--- src/rtl/qspi_bridge_pkg.sv ---
`default_nettype none

package qspi_bridge_pkg;

	localparam int BUS_WIDTH      = 64;
	localparam int WORD_WIDTH     = 32;
	localparam int WORDS_PER_BEAT = BUS_WIDTH / WORD_WIDTH;
	localparam int FLASH_AWIDTH   = 24;
	localparam int AXI_IDW        = 4;
	localparam int RD_INFO_DEPTH  = 4;
	localparam int RD_INFO_AW     = $clog2(RD_INFO_DEPTH);

	localparam logic [7:0] INST_PP    = 8'h02; // Page program
	localparam logic [7:0] INST_FRQIO = 8'hEB; // Fast read quad IO

	// Shared by AW and AR
	typedef struct packed {
		logic [AXI_IDW-1:0]      id;
		logic [FLASH_AWIDTH-1:0] addr;
		logic [7:0]              len;
		logic [2:0]              size;
	} axi_addr_t;

	typedef struct packed {
		logic [BUS_WIDTH-1:0]   data;
		logic [BUS_WIDTH/8-1:0] strb;
		logic                   last;
	} axi_w_t;

	typedef struct packed {
		logic [AXI_IDW-1:0] id;
		logic [1:0]         resp;
	} axi_b_t;

	typedef struct packed {
		logic [AXI_IDW-1:0]   id;
		logic [BUS_WIDTH-1:0] data;
		logic [1:0]           resp;
		logic                 last;
	} axi_r_t;

	typedef struct packed {
		logic [7:0]              inst;
		logic [FLASH_AWIDTH-1:0] addr;
		logic [7:0]              data_size; // Half-bytes per unit
		logic [7:0]              burstlen;  // Words
	} flash_cmd_t;

	typedef struct packed {
		logic [AXI_IDW-1:0] id;
		logic [7:0]         len;
		logic [2:0]         size;
	} rd_info_t;

	// Sizing rule common to page program and quad read
	function automatic flash_cmd_t make_cmd(input logic [7:0] inst,
		input logic [FLASH_AWIDTH-1:0] addr, input logic [7:0] len, input logic [2:0] size);
		flash_cmd_t c;
		c.inst = inst;
		c.addr = addr;
		case (size)
			3'd0:    c.data_size = 8'd2;
			3'd1:    c.data_size = 8'd4;
			default: c.data_size = 8'd8;
		endcase
		if (len == 8'd0)
			c.burstlen = (size > 3'd2) ? 8'(WORDS_PER_BEAT) : 8'd1;
		else
			c.burstlen = 8'((len + 8'd1) * WORDS_PER_BEAT); // Wraps past 127 beats
		return c;
	endfunction

endpackage

`default_nettype wire
--- src/rtl/qspi_axi_bridge.sv ---
`timescale 1ns/1ps
`default_nettype none

module qspi_axi_bridge (
	input  wire                                     clock,
	input  wire                                     rst_n,
	input  wire qspi_bridge_pkg::axi_addr_t         aw,
	input  wire                                     aw_valid,
	output logic                                    aw_ready,
	input  wire qspi_bridge_pkg::axi_w_t            w,
	input  wire                                     w_valid,
	output logic                                    w_ready,
	output qspi_bridge_pkg::axi_b_t                 b,
	output logic                                    b_valid,
	input  wire                                     b_ready,
	input  wire qspi_bridge_pkg::axi_addr_t         ar,
	input  wire                                     ar_valid,
	output logic                                    ar_ready,
	output qspi_bridge_pkg::axi_r_t                 r,
	output logic                                    r_valid,
	input  wire                                     r_ready,
	output qspi_bridge_pkg::flash_cmd_t             cmd,
	output logic                                    cmd_valid,
	input  wire                                     cmd_ready,
	output logic                                    tdata_wen,
	output logic [qspi_bridge_pkg::WORD_WIDTH-1:0]  tdata_wdata,
	input  wire                                     tdata_full,
	output logic                                    tdata_lock,
	output logic                                    tdata_key,
	output logic                                    rdata_ren,
	input  wire [qspi_bridge_pkg::WORD_WIDTH-1:0]   rdata_rdata,
	input  wire                                     rdata_empty,
	input  wire                                     tran_inst_label
);

	qspi_bridge_pkg::flash_cmd_t wr_cmd;
	qspi_bridge_pkg::flash_cmd_t rd_cmd;
	logic wr_req, wr_grant;
	logic rd_req, rd_grant;
	logic cmd_sent, cmd_free;
	logic wr_pending; // Write side claims this cycle

	qspi_write_agent i_qspi_write_agent (
		.clock       (clock),
		.rst_n       (rst_n),
		.aw          (aw),
		.aw_valid    (aw_valid),
		.aw_ready    (aw_ready),
		.w           (w),
		.w_valid     (w_valid),
		.w_ready     (w_ready),
		.b           (b),
		.b_valid     (b_valid),
		.b_ready     (b_ready),
		.wr_req      (wr_req),
		.wr_cmd      (wr_cmd),
		.wr_grant    (wr_grant),
		.cmd_sent    (cmd_sent),
		.wr_pending  (wr_pending),
		.tdata_wen   (tdata_wen),
		.tdata_wdata (tdata_wdata),
		.tdata_full  (tdata_full),
		.tdata_lock  (tdata_lock),
		.tdata_key   (tdata_key)
	);

	qspi_read_agent i_qspi_read_agent (
		.clock           (clock),
		.rst_n           (rst_n),
		.ar              (ar),
		.ar_valid        (ar_valid),
		.ar_ready        (ar_ready),
		.r               (r),
		.r_valid         (r_valid),
		.r_ready         (r_ready),
		.rd_req          (rd_req),
		.rd_cmd          (rd_cmd),
		.rd_grant        (rd_grant),
		.cmd_free        (cmd_free),
		.wr_pending      (wr_pending),
		.rdata_ren       (rdata_ren),
		.rdata_rdata     (rdata_rdata),
		.rdata_empty     (rdata_empty),
		.tran_inst_label (tran_inst_label)
	);

	qspi_cmd_arbiter i_qspi_cmd_arbiter (
		.clock     (clock),
		.rst_n     (rst_n),
		.wr_req    (wr_req),
		.wr_cmd    (wr_cmd),
		.wr_grant  (wr_grant),
		.rd_req    (rd_req),
		.rd_cmd    (rd_cmd),
		.rd_grant  (rd_grant),
		.cmd       (cmd),
		.cmd_valid (cmd_valid),
		.cmd_ready (cmd_ready),
		.cmd_sent  (cmd_sent),
		.cmd_free  (cmd_free)
	);

endmodule

`default_nettype wire

--- src/rtl/qspi_read_agent.sv ---
`timescale 1ns/1ps
`default_nettype none

module qspi_read_agent (
	input  wire                                    clock,
	input  wire                                    rst_n,
	input  wire qspi_bridge_pkg::axi_addr_t        ar,
	input  wire                                    ar_valid,
	output logic                                   ar_ready,
	output qspi_bridge_pkg::axi_r_t                r,
	output logic                                   r_valid,
	input  wire                                    r_ready,
	output logic                                   rd_req,
	output qspi_bridge_pkg::flash_cmd_t            rd_cmd,
	input  wire                                    rd_grant,
	input  wire                                    cmd_free,
	input  wire                                    wr_pending,
	output logic                                   rdata_ren,
	input  wire [qspi_bridge_pkg::WORD_WIDTH-1:0]  rdata_rdata,
	input  wire                                    rdata_empty,
	input  wire                                    tran_inst_label
);

	qspi_bridge_pkg::rd_info_t info_in;
	qspi_bridge_pkg::rd_info_t head; // Oldest outstanding read
	logic info_full, info_empty;
	logic label_q;
	logic word_cnt;
	logic [qspi_bridge_pkg::BUS_WIDTH-1:0] data_q;
	logic [qspi_bridge_pkg::WORD_WIDTH-1:0] word;
	logic [7:0] beat_cnt;
	logic wide, pop_word, r_fire;

	assign ar_ready = ~info_full & ~wr_pending & cmd_free;
	assign rd_req   = ar_valid & ar_ready;
	assign rd_cmd   = qspi_bridge_pkg::make_cmd(qspi_bridge_pkg::INST_FRQIO, ar.addr,
		ar.len, ar.size);

	assign info_in.id   = ar.id;
	assign info_in.len  = ar.len;
	assign info_in.size = ar.size;

	qspi_read_info_fifo i_qspi_read_info_fifo (
		.clock (clock),
		.rst_n (rst_n),
		.push  (rd_grant),
		.din   (info_in),
		.pop   (r_fire & r.last),
		.dout  (head),
		.full  (info_full),
		.empty (info_empty)
	);

	assign wide      = head.size > 3'd2;
	assign r_fire    = r_valid & r_ready;
	assign pop_word  = ~rdata_empty & label_q & ~info_empty & ~r_valid; // Held beat blocks pops
	assign rdata_ren = pop_word;

	// Narrow beats land in the top word
	assign word = data_q[qspi_bridge_pkg::BUS_WIDTH-1 -: qspi_bridge_pkg::WORD_WIDTH];

	always_comb begin
		r.id   = head.id;
		r.resp = 2'b00;
		r.last = beat_cnt == head.len;
		case (head.size)
			3'd0:    r.data = {8{word[31:24]}};
			3'd1:    r.data = {4{word[31:16]}};
			3'd2:    r.data = {2{word}};
			default: r.data = data_q; // Second word above first
		endcase
	end

	always_ff @(posedge clock or negedge rst_n) begin
		if (!rst_n) begin
			label_q  <= 1'b0;
			word_cnt <= 1'b0;
			r_valid  <= 1'b0;
			beat_cnt <= 8'd0;
		end else begin
			label_q <= tran_inst_label;
			if (pop_word) begin
				if (!wide || word_cnt) begin
					word_cnt <= 1'b0;
					r_valid  <= 1'b1;
				end else begin
					word_cnt <= 1'b1;
				end
			end else if (r_fire) begin
				r_valid <= 1'b0;
			end
			if (r_fire)
				beat_cnt <= r.last ? 8'd0 : beat_cnt + 8'd1;
		end
	end

	always_ff @(posedge clock) begin
		if (pop_word)
			data_q <= {rdata_rdata, data_q[qspi_bridge_pkg::BUS_WIDTH-1:qspi_bridge_pkg::WORD_WIDTH]};
	end

endmodule

`default_nettype wire

--- src/rtl/qspi_write_agent.sv ---
`timescale 1ns/1ps
`default_nettype none

module qspi_write_agent (
	input  wire                                     clock,
	input  wire                                     rst_n,
	input  wire qspi_bridge_pkg::axi_addr_t         aw,
	input  wire                                     aw_valid,
	output logic                                    aw_ready,
	input  wire qspi_bridge_pkg::axi_w_t            w,
	input  wire                                     w_valid,
	output logic                                    w_ready,
	output qspi_bridge_pkg::axi_b_t                 b,
	output logic                                    b_valid,
	input  wire                                     b_ready,
	output logic                                    wr_req,
	output qspi_bridge_pkg::flash_cmd_t             wr_cmd,
	input  wire                                     wr_grant,
	input  wire                                     cmd_sent,
	output logic                                    wr_pending,
	output logic                                    tdata_wen,
	output logic [qspi_bridge_pkg::WORD_WIDTH-1:0]  tdata_wdata,
	input  wire                                     tdata_full,
	output logic                                    tdata_lock,
	output logic                                    tdata_key
);

	typedef enum logic [2:0] {S_IDLE, S_FIRST, S_REQ, S_PUSH, S_RESP} wr_state_t;

	wr_state_t state;
	qspi_bridge_pkg::axi_addr_t aw_q;
	logic [qspi_bridge_pkg::BUS_WIDTH-1:0] beat_q;
	logic [1:0] words_left; // Words still to push from beat_q
	logic beat_last_q;
	logic granted_q;
	logic aw_fire, w_fire, push;

	// Lowest set strobe index or 0 when none
	function automatic logic [2:0] low_strb(input logic [7:0] strb);
		logic [2:0] idx;
		idx = 3'd0;
		for (int i = 7; i >= 0; i--)
			if (strb[i])
				idx = 3'(i);
		return idx;
	endfunction

	function automatic logic [qspi_bridge_pkg::BUS_WIDTH-1:0] beat_data(
		input qspi_bridge_pkg::axi_w_t wb, input logic [2:0] size);
		logic [2:0] idx;
		logic [qspi_bridge_pkg::WORD_WIDTH-1:0] word;
		idx = low_strb(wb.strb);
		case (size)
			3'd0:    word = {4{wb.data[{idx, 3'b000} +: 8]}};
			3'd1:    word = {2{wb.data[{idx[2:1], 4'b0000} +: 16]}};
			default: word = wb.data[{idx[2], 5'b00000} +: 32];
		endcase
		if (size > 3'd2)
			return wb.data;
		return {{qspi_bridge_pkg::WORD_WIDTH{1'b0}}, word};
	endfunction

	assign aw_fire = aw_valid & aw_ready;
	assign w_fire  = w_valid & w_ready;

	assign aw_ready   = state == S_IDLE; // Held low until B is taken
	assign w_ready    = (state == S_FIRST) | ((state == S_PUSH) & (words_left == 2'd0));
	assign wr_req     = (state == S_REQ) & ~granted_q;
	assign wr_pending = aw_fire | wr_req;

	assign push        = (state == S_PUSH) & (words_left != 2'd0) & ~tdata_full;
	assign tdata_wen   = push;
	assign tdata_wdata = beat_q[qspi_bridge_pkg::WORD_WIDTH-1:0];
	assign tdata_lock  = (state == S_REQ) & granted_q & cmd_sent;
	assign tdata_key   = push & (words_left == 2'd1) & beat_last_q;

	assign b_valid = state == S_RESP;
	assign b.id    = aw_q.id;
	assign b.resp  = 2'b00; // Always OKAY

	always_ff @(posedge clock or negedge rst_n) begin
		if (!rst_n) begin
			state       <= S_IDLE;
			granted_q   <= 1'b0;
			words_left  <= 2'd0;
			beat_last_q <= 1'b0;
		end else begin
			case (state)
				S_IDLE:  if (aw_valid) state <= S_FIRST;
				S_FIRST: if (w_valid) state <= S_REQ;
				S_REQ:   if (granted_q & cmd_sent) state <= S_PUSH;
				S_PUSH:  if (tdata_key) state <= S_RESP;
				S_RESP:  if (b_ready) state <= S_IDLE;
				default: state <= S_IDLE;
			endcase
			if (wr_grant)
				granted_q <= 1'b1;
			else if (tdata_lock)
				granted_q <= 1'b0;
			if (w_fire) begin
				words_left  <= (aw_q.size > 3'd2) ? 2'(qspi_bridge_pkg::WORDS_PER_BEAT) : 2'd1;
				beat_last_q <= w.last;
			end else if (push) begin
				words_left <= words_left - 2'd1;
			end
		end
	end

	always_ff @(posedge clock) begin
		if (aw_fire)
			aw_q <= aw;
		if (w_fire)
			beat_q <= beat_data(w, aw_q.size);
		else if (push)
			beat_q <= beat_q >> qspi_bridge_pkg::WORD_WIDTH; // Low word first
		// Address low bits from the first beat's strobes
		if (w_fire && state == S_FIRST)
			wr_cmd <= qspi_bridge_pkg::make_cmd(qspi_bridge_pkg::INST_PP,
				{aw_q.addr[qspi_bridge_pkg::FLASH_AWIDTH-1:3], low_strb(w.strb)},
				aw_q.len, aw_q.size);
	end

endmodule

`default_nettype wire

--- src/rtl/qspi_cmd_arbiter.sv ---
`timescale 1ns/1ps
`default_nettype none

module qspi_cmd_arbiter (
	input  wire                               clock,
	input  wire                               rst_n,
	input  wire                               wr_req,
	input  wire qspi_bridge_pkg::flash_cmd_t  wr_cmd,
	output logic                              wr_grant,
	input  wire                               rd_req,
	input  wire qspi_bridge_pkg::flash_cmd_t  rd_cmd,
	output logic                              rd_grant,
	output qspi_bridge_pkg::flash_cmd_t       cmd,
	output logic                              cmd_valid,
	input  wire                               cmd_ready,
	output logic                              cmd_sent,
	output logic                              cmd_free
);

	assign cmd_free = ~cmd_valid;
	assign cmd_sent = cmd_valid & cmd_ready;

	// Writes win
	assign wr_grant = cmd_free & wr_req;
	assign rd_grant = cmd_free & rd_req & ~wr_req;

	always_ff @(posedge clock or negedge rst_n) begin
		if (!rst_n)
			cmd_valid <= 1'b0;
		else if (wr_grant | rd_grant)
			cmd_valid <= 1'b1;
		else if (cmd_sent)
			cmd_valid <= 1'b0;
	end

	always_ff @(posedge clock) begin
		if (wr_grant)
			cmd <= wr_cmd;
		else if (rd_grant)
			cmd <= rd_cmd;
	end

endmodule

`default_nettype wire

--- src/rtl/qspi_read_info_fifo.sv ---
`timescale 1ns/1ps
`default_nettype none

module qspi_read_info_fifo (
	input  wire                             clock,
	input  wire                             rst_n,
	input  wire                             push,
	input  wire qspi_bridge_pkg::rd_info_t  din,
	input  wire                             pop,
	output qspi_bridge_pkg::rd_info_t       dout,
	output logic                            full,
	output logic                            empty
);

	qspi_bridge_pkg::rd_info_t mem [qspi_bridge_pkg::RD_INFO_DEPTH];
	logic [qspi_bridge_pkg::RD_INFO_AW-1:0] wr_ptr, rd_ptr; // Wrap naturally
	logic [qspi_bridge_pkg::RD_INFO_AW:0] count;
	logic do_push, do_pop;

	assign full    = count == (qspi_bridge_pkg::RD_INFO_AW + 1)'(qspi_bridge_pkg::RD_INFO_DEPTH);
	assign empty   = count == '0;
	assign do_push = push & ~full;
	assign do_pop  = pop & ~empty;
	assign dout    = mem[rd_ptr]; // Head visible without latency

	always_ff @(posedge clock or negedge rst_n) begin
		if (!rst_n) begin
			wr_ptr <= '0;
			rd_ptr <= '0;
			count  <= '0;
		end else begin
			if (do_push)
				wr_ptr <= wr_ptr + 1'b1;
			if (do_pop)
				rd_ptr <= rd_ptr + 1'b1;
			if (do_push && !do_pop)
				count <= count + 1'b1;
			else if (do_pop && !do_push)
				count <= count - 1'b1;
		end
	end

	always_ff @(posedge clock) begin
		if (do_push)
			mem[wr_ptr] <= din;
	end

endmodule

`default_nettype wire

--- config.mk ---
export PLATFORM = sky130hd
export DESIGN_NAME = qspi_axi_bridge
export DESIGN_NICKNAME = d
export VERILOG_FILES = /design/src/rtl/qspi_bridge_pkg.sv /design/src/rtl/qspi_axi_bridge.sv /design/src/rtl/qspi_read_agent.sv /design/src/rtl/qspi_write_agent.sv /design/src/rtl/qspi_cmd_arbiter.sv /design/src/rtl/qspi_read_info_fifo.sv
export SDC_FILE = /design/constraint.sdc
export NUM_CORES = 1
export LEC_CHECK = 0
export ABC_CLOCK_PERIOD_IN_PS = 8960
export BUFFER_PORTS_ARGS = -buffer_cell sky130_fd_sc_hd__buf_2
export CORE_MARGIN = 2
export CORE_UTILIZATION = 35
export CTS_CLUSTER_SIZE = 40
export DETAILED_ROUTE_END_ITERATION = 16
export GPL_TIMING_DRIVEN = 0
export PLACE_DENSITY_LB_ADDON = 0.2
export SETUP_SLACK_MARGIN = 0.15
export SYNTH_ARGS = -nofsm -noshare
export SYNTH_HDL_FRONTEND = slang
export SYNTH_HIERARCHICAL = 1
export SYNTH_SLANG_ARGS = --single-unit
--- constraint.sdc ---
create_clock -name clock -period 8.96 [get_ports clock]
set_clock_uncertainty 0.2 [all_clocks]
set_input_delay 1.344 -clock clock [delete_from_list [all_inputs] [get_ports clock]]
set_output_delay 1.344 -clock clock [all_outputs]
set_load 0.005 [all_outputs]
## Yosys cells after proc, flatten, opt, wreduce, memory -nomap -nowiden

Memories as Yosys holds them, arrays and structs flattened.
Index checks and enable logic that the tools add are counted.

| word-level totals | value |
|---|---|
| flip-flop bits (word level) | 278 |
| bits in latches | 0 |
| memory bits (writable) | 60 |
| bits in read-only memories | 0 |
| bits of input ports | 194 |
| output and inout bits | 167 |
| logic and storage cells | 166 |
| memories | 1 |

Memory list:

| memory | depth | width | read ports | clocked after Yosys merged registers in | wr ports | RTL line | text |
|---|---|---|---|---|---|---|---|
| i_qspi_read_agent.i_qspi_read_info_fifo.mem | 4 | 15 | 1 | 0 | 1 | qspi_read_info_fifo.sv:15 | `qspi_bridge_pkg::rd_info_t mem [qspi_bridge_pkg::RD_INFO_DEPTH];` |

| cells by class | value |
|---|---|
| $add $sub $neg | 8 |
| $mul | 0 |
| div/mod/pow operators | 0 |
| $lt $le $gt $ge | 3 |
| eq/ne operators | 17 |
| shifts and indexed selects | 3 |
| multiplexer cells | 47 |
| bitwise logic cells | 37 |
| reductions and logical operators | 24 |

Operators with widths:

| kind | number |
|---|---|
| two-way mux 64 bit | 4 |
| case mux 56 bit (3 select lines) | 1 |
| case mux 32 bit (2 select lines) | 1 |
| variable part select 64 x 7 -> 16 bit | 1 |
| variable part select 64 x 7 -> 32 bit | 1 |
| variable part select 64 x 7 -> 8 bit | 1 |
| two-way mux 3 bit | 16 |
| two-way mux 48 bit | 1 |
| two-way mux 40 bit | 1 |
| bitwise AND 1 bit | 25 |
| two-way mux 8 bit | 3 |
| logical NOT 8 bit | 2 |
| case mux 4 bit (2 select lines) | 2 |
| logical NOT 3 bit | 5 |
| case mux 3 bit (5 select lines) | 1 |
| adder 7 x 1 -> 7 bit (second input constant) | 2 |
| nonzero test 2 bit | 7 |
| == test 3 x 1 -> 1 bit (second input constant) | 4 |
| two-way mux 1 bit | 12 |
| two-way mux 2 bit | 5 |
| == test 3 x 2 -> 1 bit (second input constant) | 3 |
| greater-than comparator 3 x 2 -> 1 bit (second input constant) | 3 |
| NOT 1 bit | 9 |
| adder 8 x 1 -> 8 bit (second input constant) | 1 |
| 16 further kinds | 28 |

## Logic depth before layout (Yosys ltp)

Gate-level depths: netlist of run 1.

| depth | value |
|---|---|
| depth after elaboration | 14 |
| depth in mapped cells | 15 |
| depth with buffers taken out | 14 |

## Hierarchy

Netlist of run 1, hierarchy kept.

By module, submodules not included:

| module | instances | cells each | area an instance (µm²) | sequential area each (µm²) |
|---|---|---|---|---|
| qspi_write_agent | 1 | 675 | 7374.6 | 4229.1 |
| qspi_read_agent | 1 | 400 | 4210.3 | 2197.1 |
| qspi_read_info_fifo | 1 | 115 | 2621.3 | 1976.9 |
| qspi_cmd_arbiter | 1 | 111 | 2140.8 | 1466.4 |

## Worst setup path before layout of run 1

Ideal clock, no wire load.

| timing path | value |
|---|---|
| kind | input -> output |
| start | input rdata_empty |
| end | output rdata_ren |
| arrival time | 8.260 ns |
| data required time | 7.416 ns |
| setup slack | -0.844 ns |
| stages on the path | 1 |
| path buffers | 0 |
| path through | nor4b_1 |

| on the way | value |
|---|---|
| longest elaborated chain between the ends | 4 |

RTL lines:

| what | RTL line | text |
|---|---|---|
| start, declared | qspi_axi_bridge.sv:32 | `input wire rdata_empty,` |
| NOT 1 bit | qspi_read_agent.sv:56 | `assign pop_word = ~rdata_empty & label_q & ~info_empty & ~r_valid;` |
| bitwise AND 1 bit (3 in a row) | qspi_read_agent.sv:56 |  |
| end, declared | qspi_axi_bridge.sv:30 | `output logic rdata_ren,` |

No other way between the ends.

==> results of run 1 <==
sequential cells by signal (all words and copies together), names as in the netlist, 2 cells and up:
signal / count
i_qspi_read_agent/beat_cnt: 8
i_qspi_read_agent/i_qspi_read_info_fifo/mem: 60
i_qspi_read_agent/i_qspi_read_info_fifo/wr_ptr: 2
i_qspi_read_agent/i_qspi_read_info_fifo/rd_ptr: 2
i_qspi_read_agent/data_q: 64
i_qspi_write_agent/beat_q: 64
i_qspi_write_agent/words_left: 2
i_qspi_read_agent/i_qspi_read_info_fifo/count: 3
i_qspi_write_agent/wr_cmd: 35
i_qspi_write_agent/aw_q: 32
i_qspi_write_agent/b: 4
i_qspi_cmd_arbiter/cmd: 48
i_qspi_write_agent/state: 3
metal layers:
| metal | up-vias | track usage [%] |
|---|---|---|
| met5 | - | 0 |
| met4 | 8 | 7.405 |
| met3 | 93 | 4.458 |
| met2 | 460 | 29.40 |
| met1 | 5591 | 24.55 |
| li1 | 5417 | - |
critical path, cell delays in order (launching register included):
cell	delay (ps)
dfrtp_1	310
buf_2	210
buf_2	340
mux4_2	380
buf_2	220
nor2_1	550
a22o_1	220
a22oi_1	60
nand2_1	120
buf_2	120
Yosys cell counts (all sizes together), types with 22 or more instances:
cell type / count / share of area [%]
edfxtp: 307 / 56
nand2: 153 / 3.5
nor2: 147 / 3.6
buf: 139 / 6.4
a21oi: 97 / 3.0
mux2: 83 / 6.3
and2: 45 / 1.7
o31a: 32 / 1.7
dfrtp: 26 / 4.0
clkbuf: 25 / 0.58
o21ai: 23 / 0.77
inv: 22 / 0.51
xnor2: 22 / 1.2
final cells by class:
type | instances | area [um2]
Fill cell | 4389 | 26060
Timing Repair Buffer | 336 | 1759
Sequential cell | 333 | 9869
Clock buffer | 48 | 1052
Inverter | 22 | 85.08
Tap cell | 607 | 759.5
Multi-Input combinational cell | 808 | 5388
Buffer | 164 | 1136
Antenna cell | 3 | 7.507
Clock inverter | 26 | 237.7
cells by family (layout without fill, tap and decap cells):
kind of cell,count (synthesis),count (layout)
AND/OR/NAND/NOR,415,415
XOR/XNOR,26,26
flip-flops,333,333
buffers and inverters,186,596
AO/OA/AOI/OAI,225,225
adder cells (fa/ha/maj),13,13
other,4,33
multiplexers,99,99
report_power, final:
part	internal [mW]	switching, mW	total (mW)	leakage, nW
logic	0.634	0.766	1.40	4.38
registers	2.16	0.137	2.30	3.16
clock network	0.910	0.675	1.59	0.627
total	3.70	1.58	5.28	8.17
path summary, 6_finish.rpt:
kind / start / endpoint / slack [ps] / cells past startpoint
max in group asynchronous: rst_n / i_qspi_write_agent/beat_last_q$_DFFE_PN0P_ / 7490 / 1
min in group asynchronous: rst_n / i_qspi_read_agent/r_valid$_DFFE_PN0P_ / 610 / 1
worst max register to register: i_qspi_write_agent/state[1]$_DFFE_PN0P_ / i_qspi_read_agent/i_qspi_read_info_fifo/count[2]$_DFFE_PN0P_ / 5080 / 15
worst min-delay path: i_qspi_write_agent/aw_q[32]$_DFFE_PP_ / i_qspi_write_agent/wr_cmd[37]$_DFFE_PP_ / 200 / 0
worst min register to register: i_qspi_write_agent/aw_q[32]$_DFFE_PP_ / i_qspi_write_agent/wr_cmd[37]$_DFFE_PP_ / 200 / 0
worst max-delay path: flop / r[25] / 4310 / 9
==> results.md, run 1 <==
- CP Class: reg -> out
- Vias post-DR: roughly 12000
- TritonCTS clock tree: done
- Most frequent cells in the layout: buf_2, edfxtp_1, nand2_1
- Fmax: ~220 MHz
- Post-placement cell count: roughly 2300
- Min Hold Slack: just over 200 ps
- Max IR drop VDD: slightly above 0.0002 V
- Post-CTS setup repair buffer count: 0
- Die Ht: ~220 um
- Setup TNS: 0 ps
- HP Class: reg -> reg
- Met3 WL: between 3000 and 4000 um
- Hold buffer count at CTS: 0
- Fin cells: approximately 2300
- Clk sinks: around 330
- Routed wl met2: 21630 um
- Share of cells above drive strength 1: a little under two fifths
- Core Box Area: 46360 um2
- CP startpoint kind: flop
- Maxcap violations: 0
- Post-synthesis xor/xnor area fraction: under 10%
- Final Cycle Share: about 52%
- Vias in the first global route: 11360
- Mux share of post-synthesis cell area: 8.557%
- Post-DP Area: between 15000 and 20000 um2
- Antenna violations before repair: 7
- Netlist cell types: slightly above 60
- CTS max path bufs: 3
- First-pass GRT wire length: just under 70000 um
- RSZ-0062 raised after global routing: false
- Shortest period the worst path allows: around 4600 ps
- Worst-path clk slew: roughly 60 ps
- Yosys reg bits: 333
- Overflow after GRT: 0
- Nature of the critical path endpoint: output pin
- Hpwl dp: approximately 34000 um
- Layout Nets: around 1900
- Post-route core utilization: between 40 and 50%
- Worst-Skew Late Latency: between 500 and 600 ps
- Leakage: about 8.2 nW
- Compound-Gate Fraction of Synth Area: 9.430%
- Row cnt: 79
- Synth Area in Adders: around 1.0%
- Post-synth EDFFs: about 310
- P&R area growth vs syn: 24.15%
- DRC violations left: 0
- Power Total: between 5 and 6 mW
- PD cells: 260.3 nW/um2
- All-Layer GR Usage: between 10% and 20%
- Status: complete, no violations
- Mapped cell area: 16350 um2
- Starting DRT DRC Count: 869
- Wire length per cell: slightly below 20 um
- Worst Path Required: between 7000 and 8000 ps
- Highest Signal Layer: met5
- Worst slew pin tran: 982.3 ps
- IO buf count: between 300 and 400
- # IOs: about 360
- Fin. max-slew vios: 0
- Post-synth ARST share: 7.808%
- WP data arrival: ~3100 ps
- Final ANT Viol Nets: 0
- Final hold vios: 0
- Root buffer cell: clkbuf_16
- Final Wtd Congestion: slightly above 0.9
- Depth of the CTS H-tree: 2
- DRT Pass-1 Iters: 7
- DR vias/cell: a little under 5
- Pre-CTS WS: roughly 4400 ps
- Routed length on met1: 19010 um
- Routed WL: around 46000 um
- Die Wd: approximately 220 um
- Largest family of logic cells by synthesized area: simple AND/OR/NAND/NOR gates
- Sequential element share of the synthesized area: just over 60%
- Setup violations, final: 0
- CTS resizes: 0
- Post-route setup slack: ~4300 ps
- Synth Area in Simple Gates: about an eighth
- Synth Instances: roughly 1300
- Yosys warning total: 6
- Post-synthesis area per instance: about 13 um2
- Top_reg_cell synth: edfxtp_1
- Leading cell type in the layout, fill and taps excluded: buf_2
- Num CTS Buffers: 41
- Starting Density: 35.26%
- Die area: ~48000 um2
- Max transition margin: 34.24%
- Design area: roughly 20000 um2
- Crit-path max FO: 10
- Largest net degree at the start of global routing: 67
Power figures use the tool's default switching activity.
==> run 2: changes to the inputs <==
--- a/config.mk
+++ b/config.mk
@@ -5,7 +5,8 @@
 export SDC_FILE = /design/constraint.sdc
 export NUM_CORES = 1
 export LEC_CHECK = 0
-export ABC_CLOCK_PERIOD_IN_PS = 8960
+export ABC_AREA = 1
+export ABC_CLOCK_PERIOD_IN_PS = 4250
 export BUFFER_PORTS_ARGS = -buffer_cell sky130_fd_sc_hd__buf_2
 export CORE_MARGIN = 2
 export CORE_UTILIZATION = 35
==> constraint.sdc (replaced) <==
create_clock -name clock -period 4.25 [get_ports clock]
set_clock_uncertainty 0.2 [all_clocks]
set_input_delay 0.6375 -clock clock [delete_from_list [all_inputs] [get_ports clock]]
set_output_delay 0.6375 -clock clock [all_outputs]
set_load 0.005 [all_outputs]
==> run 2 against run 1 <==
Net effect: non-clock buffer count rose by 5; sequential power increased by 110%; synthesized cell count is 38% higher; global-route usage increased by 1.4 points; critical endpoint is now r[58]; hold slack lost 160 ps; largest power group unchanged; utilization grew 0.23 points; routed wire length up 11%; register-to-register slack worse by 4400 ps.
==> results.md, run 2 <==
- Status: complete, no violations (unchanged)
- HP Class: in -> reg (was reg -> reg)
- Biggest area consumer among synthesized cells: edfxtp_1 (unchanged)
- Maxcap violations: 0 (unchanged)
- Multi-input logic area: 5080 um2 (was 5388 um2)
- Root buffer cell: clkbuf_16 (unchanged)
- Largest regs: i_qspi_read_agent/data_q (64), i_qspi_write_agent/beat_q (64), i_qspi_read_agent/i_qspi_read_info_fifo/mem (60) (unchanged)
- Vias post-DR: 13610 (was 11570)
- CP peak stage delay: 410 ps (was 550 ps)
- Antenna violations before repair: 3 (was 7)
- Die Ht: 224.1 um (was 220.1 um)
- Setup TNS: 0 ps (unchanged)
- Largest net degree at the start of global routing: 54 (was 67)
- Crit path max-delay cell type: dfrtp_1 (was nor2_1)
- Top cell by count, worst path: inv_2 (was buf_2)
- All-Layer GR Usage: 19.99% (was 18.57%)
- First-pass GRT wire length: 76150 um (was 67350 um)
- Final hold vios: 0 (unchanged)
- Row cnt: 80 (was 79)
- Leading cell type in the layout, fill and taps excluded: nand2_1 (was buf_2)
- Mapped cell area: 16960 um2 (was 16350 um2)
- DRT Pass-1 Iters: 5 (was 7)
- Pre-CTS WS: 218.2 ps (was 4438 ps)
- Setup violations, final: 0 (unchanged)
- Nature of the critical path endpoint: output pin (unchanged)
- Fin. max-slew vios: 0 (unchanged)
- Yosys warning total: 6 (unchanged)
- Yosys reg bits: 333 (unchanged)
- Top cell type's share of synthesized area: 54.37% (was 56.39%)
- Overflow after GRT: 0 (unchanged)
- CP startpoint kind: flop (unchanged)
- Fmax: between 200 and 300 MHz
- Num CTS Buffers: 40 (was 41)
- Sequential element share of the synthesized area: 58.21% (was 60.38%)
- Count leader, synth: nand2_1 (was edfxtp_1)
- Clk sinks: 333 (unchanged)
- Depth of the CTS H-tree: 2 (unchanged)
- Area contributors post-synth: edfxtp_1, nand2_1, inv_1, nand3_1, buf_4 (was edfxtp_1, buf_4, dfrtp_1, mux2_2, nand2_1)
- P&R area growth vs syn: 23.92% (was 24.15%)
- Worst Path Required: 3410 ps (was 7420 ps)
- CTS max path bufs: 3 (unchanged)
- Post-route core utilization: 44.01% (was 43.78%)
- Number of fillers in the final layout: 4681 (was 4389)
- Reg2reg start: i_qspi_write_agent/state[0]$_DFFE_PN0P_ (was i_qspi_write_agent/state[1]$_DFFE_PN0P_)
- PD cells: 566.7 nW/um2 (was 260.3 nW/um2)
- Worst slew pin tran: 943.2 ps (was 982.3 ps)
- Core Box Area: 47750 um2 (was 46360 um2)
- Starting DRT DRC Count: 893 (was 869)
- Wire length per cell: 17.97 um (was 19.67 um)
- Worst-path clk slew: 60 ps (about the same)
- Hold Crit Start: rdata_rdata[13] (was i_qspi_write_agent/aw_q[32]$_DFFE_PP_)
- TritonCTS clock tree: done (unchanged)
- Post-placement cell count: 2773 (was 2270)
- Shortest period the worst path allows: between 3000 and 4000 ps
- DR vias/cell: 4.774 (was 4.929)
- Vias in the first global route: 13280 (was 11360)
- Register area: 9869 um2 (unchanged)
- Die Wd: 224.1 um (was 220.1 um)
- Post-route setup slack: 596.7 ps (was 4313 ps)
- Min Hold Slack: 39.33 ps (was 201.8 ps)
- Post-synth ARST share: 7.808% (unchanged)
- Max transition margin: 37.06% (was 34.24%)
- Share of cells above drive strength 1: 27.04% (was 38.23%)
- Starting Density: 35.51% (was 35.26%)
- Fin cells: 2850 (was 2347)
- Layout Nets: 2409 (was 1913)
- Routed WL: 51200 um (was 46170 um)
- WP data arrival: 2820 ps (was 3100 ps)
- Most frequent cells in the layout: nand2_1, buf_2, edfxtp_1 (was buf_2, edfxtp_1, nand2_1)
- Final Cycle Share: around 86%
- Reg2Reg Setup Slack: 690 ps (was 5080 ps)
- Post-synth EDFFs: 307 (unchanged)
- Post-synthesis area per instance: 9.430 um2 (was 12.56 um2)
- Die area: 50220 um2 (was 48450 um2)
- RSZ-0062 raised after global routing: false (unchanged)
- Netlist cell types: 46 (was 62)
- IO buf count: 329 (unchanged)
- Synth Instances: 1798 (was 1301)
- Post-synth top cells: nand2_1, edfxtp_1, inv_1 (was edfxtp_1, nand2_1, nor2_1)
- CP Class: reg -> out (unchanged)
- Top_reg_cell synth: edfxtp_1 (unchanged)
- Design area: 21010 um2 (was 20290 um2)
- Worst-Skew Late Latency: 560 ps (was 580 ps)
- Final ANT Viol Nets: 0 (unchanged)
- Crit-path max FO: 10 (unchanged)
- Max IR drop VDD: 0.0002620 V (was 0.0002072 V)
- CP cell instances: inv_2 -> buf_4 -> nand2_1 -> o211ai_1 -> nand2_1 -> nor2_4 -> inv_2 -> nor2_8 -> inv_2 -> nor2_1 -> a21oi_1 -> o21ai_0 -> buf_2 (was buf_2 -> buf_2 -> mux4_2 -> buf_2 -> nor2_1 -> a22o_1 -> a22oi_1 -> nand2_1 -> buf_2)
- Hpwl dp: 37600 um (was 33770 um)
- Final Wtd Congestion: 0.9218 (was 0.9049)
- Leakage: 10.03 nW (was 8.172 nW)
- DRC violations left: 0 (unchanged)
- # IOs: 361 (unchanged)
- Post-DP Area: 19600 um2 (was 19000 um2)
- Power Total: 11.91 mW (was 5.282 mW)
[run 2: cell types whose count changed after synthesis, moves of 16 or more]
cell,previous run,this run
nand2_1,151,538
inv_1,21,242
nand3_1,14,176
a21oi_1,95,8
nor2_1,143,72
o211ai_1,0,60
mux2_2,56,0
and2_1,45,1
o21ai_0,21,55
o31a_1,32,0
mux2_4,27,0
buf_2,21,40
o22a_1,16,0
[run 2: logic make-up after synthesis]
logic type	synth area share (%)
flip-flops	58.21
other	0.08853
XOR/XNOR	0.8781
adder cells (fa/ha/maj)	1.004
buffers and inverters	12.60
AND/OR/NAND/NOR	20.83
AO/OA/AOI/OAI	6.398
[run 2: final cells by class]
| class | instances | share of cell area, % |
|---|---|---|
| diodes | 1 | 0.01191 |
| plain buffers | 169 | 5.562 |
| clock buffers | 52 | 5.228 |
| clock inverters | 22 | 1.340 |
| inverters | 257 | 4.603 |
| multi-input cells | 1065 | 24.18 |
| flip-flops and latches | 333 | 46.97 |
| well taps | 615 | 3.662 |
| repair buffers | 336 | 8.444 |
[run 2: critical path: cells and delay by family (launching register included)]
kind / cells / cell delay, ps
buf+inv: 5 / 740
compound gates: 3 / 300
flops: 1 / 410
simple gates: 5 / 810
[run 2: routing by layer]
layer  up-vias  routed length, um  GRT usage (%)
met1      6416              20770          24.53
met5         -                 20              0
met3       106               3387          3.633
met4         4               1760          7.892
met2       500              25260          34.78
li1       6581                  -              -
[run 2: power by group]
| part | leakage (nW) | total, mW | internal, mW | switching [mW] |
|---|---|---|---|---|
| clock | 0.670 | 3.61 | 2.20 | 1.41 |
| sequential | 3.15 | 4.89 | 4.60 | 0.293 |
| combinational | 6.21 | 3.40 | 1.25 | 2.15 |
[run 2: path summary, 6_finish.rpt]
path | depth (start not counted) | endpoint
setup / recovery | 13 | r[58]
hold / removal | 1 | i_qspi_read_agent/data_q[45]$_DFFE_PP_
setup reg to reg | 11 | i_qspi_read_agent/i_qspi_read_info_fifo/mem[0][9]$_DFFE_PP_
hold reg to reg | 0 | i_qspi_write_agent/wr_cmd[37]$_DFFE_PP_
max in group asynchronous | 2 | i_qspi_write_agent/state[0]$_DFFE_PN0P_
min in group asynchronous | 2 | i_qspi_read_agent/beat_cnt[7]$_DFFE_PN0P_
[run 2: repair_timing]
action	4_1_cts	5_1_grt
endpoints found under the hold margin	27	0
hold buffers	2	0
buffers inserted	0	0
resized for setup	0	0
==> run 3: changes to the inputs <==
--- a/config.mk
+++ b/config.mk
@@ -9,7 +9,7 @@
 export ABC_CLOCK_PERIOD_IN_PS = 4250
 export BUFFER_PORTS_ARGS = -buffer_cell sky130_fd_sc_hd__buf_2
 export CORE_MARGIN = 2
-export CORE_UTILIZATION = 35
+export CORE_UTILIZATION = 50
 export CTS_CLUSTER_SIZE = 40
 export DETAILED_ROUTE_END_ITERATION = 16
 export GPL_TIMING_DRIVEN = 0
==> run 3 against run 2 <==
Net effect: clock power shrank 10%; utilization grew 18 points; register-to-register slack about the same; sequential cell count unchanged; die area is 30% lower; routed wire length fell by 6.8%; maximum frequency grew 0.92%; first-iteration DRC count increased by 5.5%; count of clock-buffer cells in the layout shrank 3; via count is 0.26% lower; total power is 3.7% lower.
==> results.md, run 3 (synthesis results as in run 2) <==
- Die area: 35400 um2 (was 50220 um2)
- CP peak stage delay: 400 ps (was 410 ps)
- CP cell instances: inv_2 -> buf_4 -> nand2_1 -> o211ai_1 -> nand2_1 -> nor2_4 -> inv_2 -> nor2_8 -> inv_2 -> nor2_1 -> nor2_1 -> o21ai_0 -> buf_2 (was inv_2 -> buf_4 -> nand2_1 -> o211ai_1 -> nand2_1 -> nor2_4 -> inv_2 -> nor2_8 -> inv_2 -> nor2_1 -> a21oi_1 -> o21ai_0 -> buf_2)
- CP startpoint kind: flop (unchanged)
- Crit-path max FO: 10 (unchanged)
- Root buffer cell: clkbuf_16 (unchanged)
- DR vias/cell: 5.073 (was 4.774)
- HP Class: in -> reg (unchanged)
- First-pass GRT wire length: 72040 um (was 76150 um)
- Worst-Skew Late Latency: 530 ps (was 560 ps)
- Overflow after GRT: 0 (unchanged)
- Setup violations, final: 0 (unchanged)
- IO buf count: 329 (unchanged)
- Power Total: 11.46 mW (was 11.91 mW)
- Post-CTS setup repair buffer count: 0 (unchanged)
- Crit path max-delay cell type: dfrtp_1 (unchanged)
- Final Wtd Congestion: 0.9407 (was 0.9218)
- Fin. max-slew vios: 0 (unchanged)
- Max IR drop VDD: 0.0002660 V (was 0.0002620 V)
- Vias in the first global route: 13130 (was 13280)
- Worst Path Required: 3410 ps (about the same)
- WP data arrival: 2780 ps (was 2820 ps)
- P&R area growth vs syn: 21.64% (was 23.92%)
- Leading cell type in the layout, fill and taps excluded: nand2_1 (unchanged)
- Share of cells above drive strength 1: 26.79% (was 27.04%)
- CP delay by family, top: simple AND/OR/NAND/NOR gates (unchanged)
- PD cells: 555.9 nW/um2 (was 566.7 nW/um2)
- Wire length per cell: 17.85 um (was 17.97 um)
- CP Class: reg -> out (unchanged)
- Highest Signal Layer: met5 (unchanged)
- DRC violations left: 0 (unchanged)
- RSZ-0062 raised after global routing: false (unchanged)
- Antenna violations before repair: 2 (was 3)
- Vias post-DR: 13570 (was 13610)
- Max transition margin: 37.01% (was 37.06%)
- Core Box Area: 33450 um2 (was 47750 um2)
- Routed WL: 47750 um (was 51200 um)
- Status: complete, no violations (unchanged)
- Leakage: 9.943 nW (was 10.03 nW)
- Hpwl dp: 35290 um (was 37600 um)
- Maxcap violations: 0 (unchanged)
- DRT Pass-1 Iters: 5 (unchanged)
- All-Layer GR Usage: 26.55% (was 19.99%)
- Die Ht: 188.1 um (was 224.1 um)
- Shortest period the worst path allows: 3620 ps (was 3653 ps)
- Num CTS Buffers: 37 (was 40)
- # IOs: 361 (unchanged)
- Starting DRT DRC Count: 942 (was 893)
- Most frequent cells in the layout: nand2_1, buf_2, edfxtp_1 (unchanged)
- Final ANT Viol Nets: 0 (unchanged)
- Largest net degree at the start of global routing: 67 (was 54)
- Setup TNS: 0 ps (unchanged)
- Die Wd: 188.1 um (was 224.1 um)
- Layout Nets: 2405 (was 2409)
- Final Cycle Share: 85.17% (was 85.96%)
- Depth of the CTS H-tree: 2 (unchanged)
- Fmax: 276.3 MHz (was 273.7 MHz)
- Row cnt: 67 (was 80)
- Worst slew pin tran: 943.9 ps (was 943.2 ps)
- Worst-path clk slew: 60 ps (about the same)
- TritonCTS clock tree: done (unchanged)
- Top cell by count, worst path: inv_2 (unchanged)
- Buffer and inverter count on the worst path: 5 (unchanged)
- Met3 WL: 3277 um (was 3387 um)
- Largest regs: i_qspi_read_agent/data_q (64), i_qspi_write_agent/beat_q (64), i_qspi_read_agent/i_qspi_read_info_fifo/mem (60) (unchanged)
- Nature of the critical path endpoint: output pin (unchanged)
- Starting Density: 50.69% (was 35.51%)
- Routed length on met1: 18550 um (was 20770 um)
- Clk sinks: 333 (unchanged)
- CTS max path bufs: 3 (unchanged)
- Routed wl met2: 24170 um (was 25260 um)
- Final hold vios: 0 (unchanged)
run 3: area by class of cell:
class | count | area [um2]
antenna | 2 | 5.005
buffer | 169 | 1169
clock buffer | 49 | 1013
clock inverter | 17 | 210.2
fill | 2838 | 12820
inverter | 257 | 967.2
multi-input combinational | 1065 | 5077
sequential | 333 | 9869
tap | 448 | 560.5
timing repair buffer | 335 | 1752
run 3: final timing paths:
path / startpoint / end / slack (ps) / depth (start not counted)
setup / recovery: flop / r[42] / 630 / 13
hold / removal: tran_inst_label / i_qspi_read_agent/label_q$_DFF_PN0_ / 30 / 1
setup reg to reg: i_qspi_write_agent/state[0]$_DFFE_PN0P_ / i_qspi_read_agent/i_qspi_read_info_fifo/count[2]$_DFFE_PN0P_ / 690 / 18
hold reg to reg: i_qspi_write_agent/aw_q[18]$_DFFE_PP_ / i_qspi_write_agent/wr_cmd[23]$_DFFE_PP_ / 220 / 0
max in group asynchronous: rst_n / i_qspi_write_agent/words_left[1]$_DFFE_PN0P_ / 2950 / 2
min in group asynchronous: rst_n / i_qspi_read_agent/beat_cnt[7]$_DFFE_PN0P_ / 460 / 2
run 3: through the flow:
step	worst slack (ps)	cell area (um2)	instances	hold slack, ps	util, %
after floorplan	1263	17050	1824	141.9	-
after global placement	204.6	19260	2601	201.4	57.58
after detailed placement	531.6	19380	2606	205.2	57.95
after CTS	627.5	20620	2673	2.158	61.64
after global routing	376.7	20620	2674	4.357	61.65
final	630.1	20620	2675	28.11	61.66
run 3: power breakdown:
| group | internal (mW) | switching (mW) | leakage [nW] |
|---|---|---|---|
| combinational | 1.22 | 2.11 | 6.20 |
| clock | 1.98 | 1.27 | 0.587 |
| sequential | 4.61 | 0.278 | 3.15 |
| total | 7.81 | 3.65 | 9.94 |
run 3: metal layers:
layer,GRT usage [%],vias to the layer above
met5,0,-
met4,10.30,2
met3,4.099,103
met2,47.42,569
met1,32.28,6327
li1,-,6570
run 3: repair_timing:
item	4_1_cts	5_1_grt
hold buffers	1	0
endpoints found under the hold margin	26	0
resized for setup	0	0
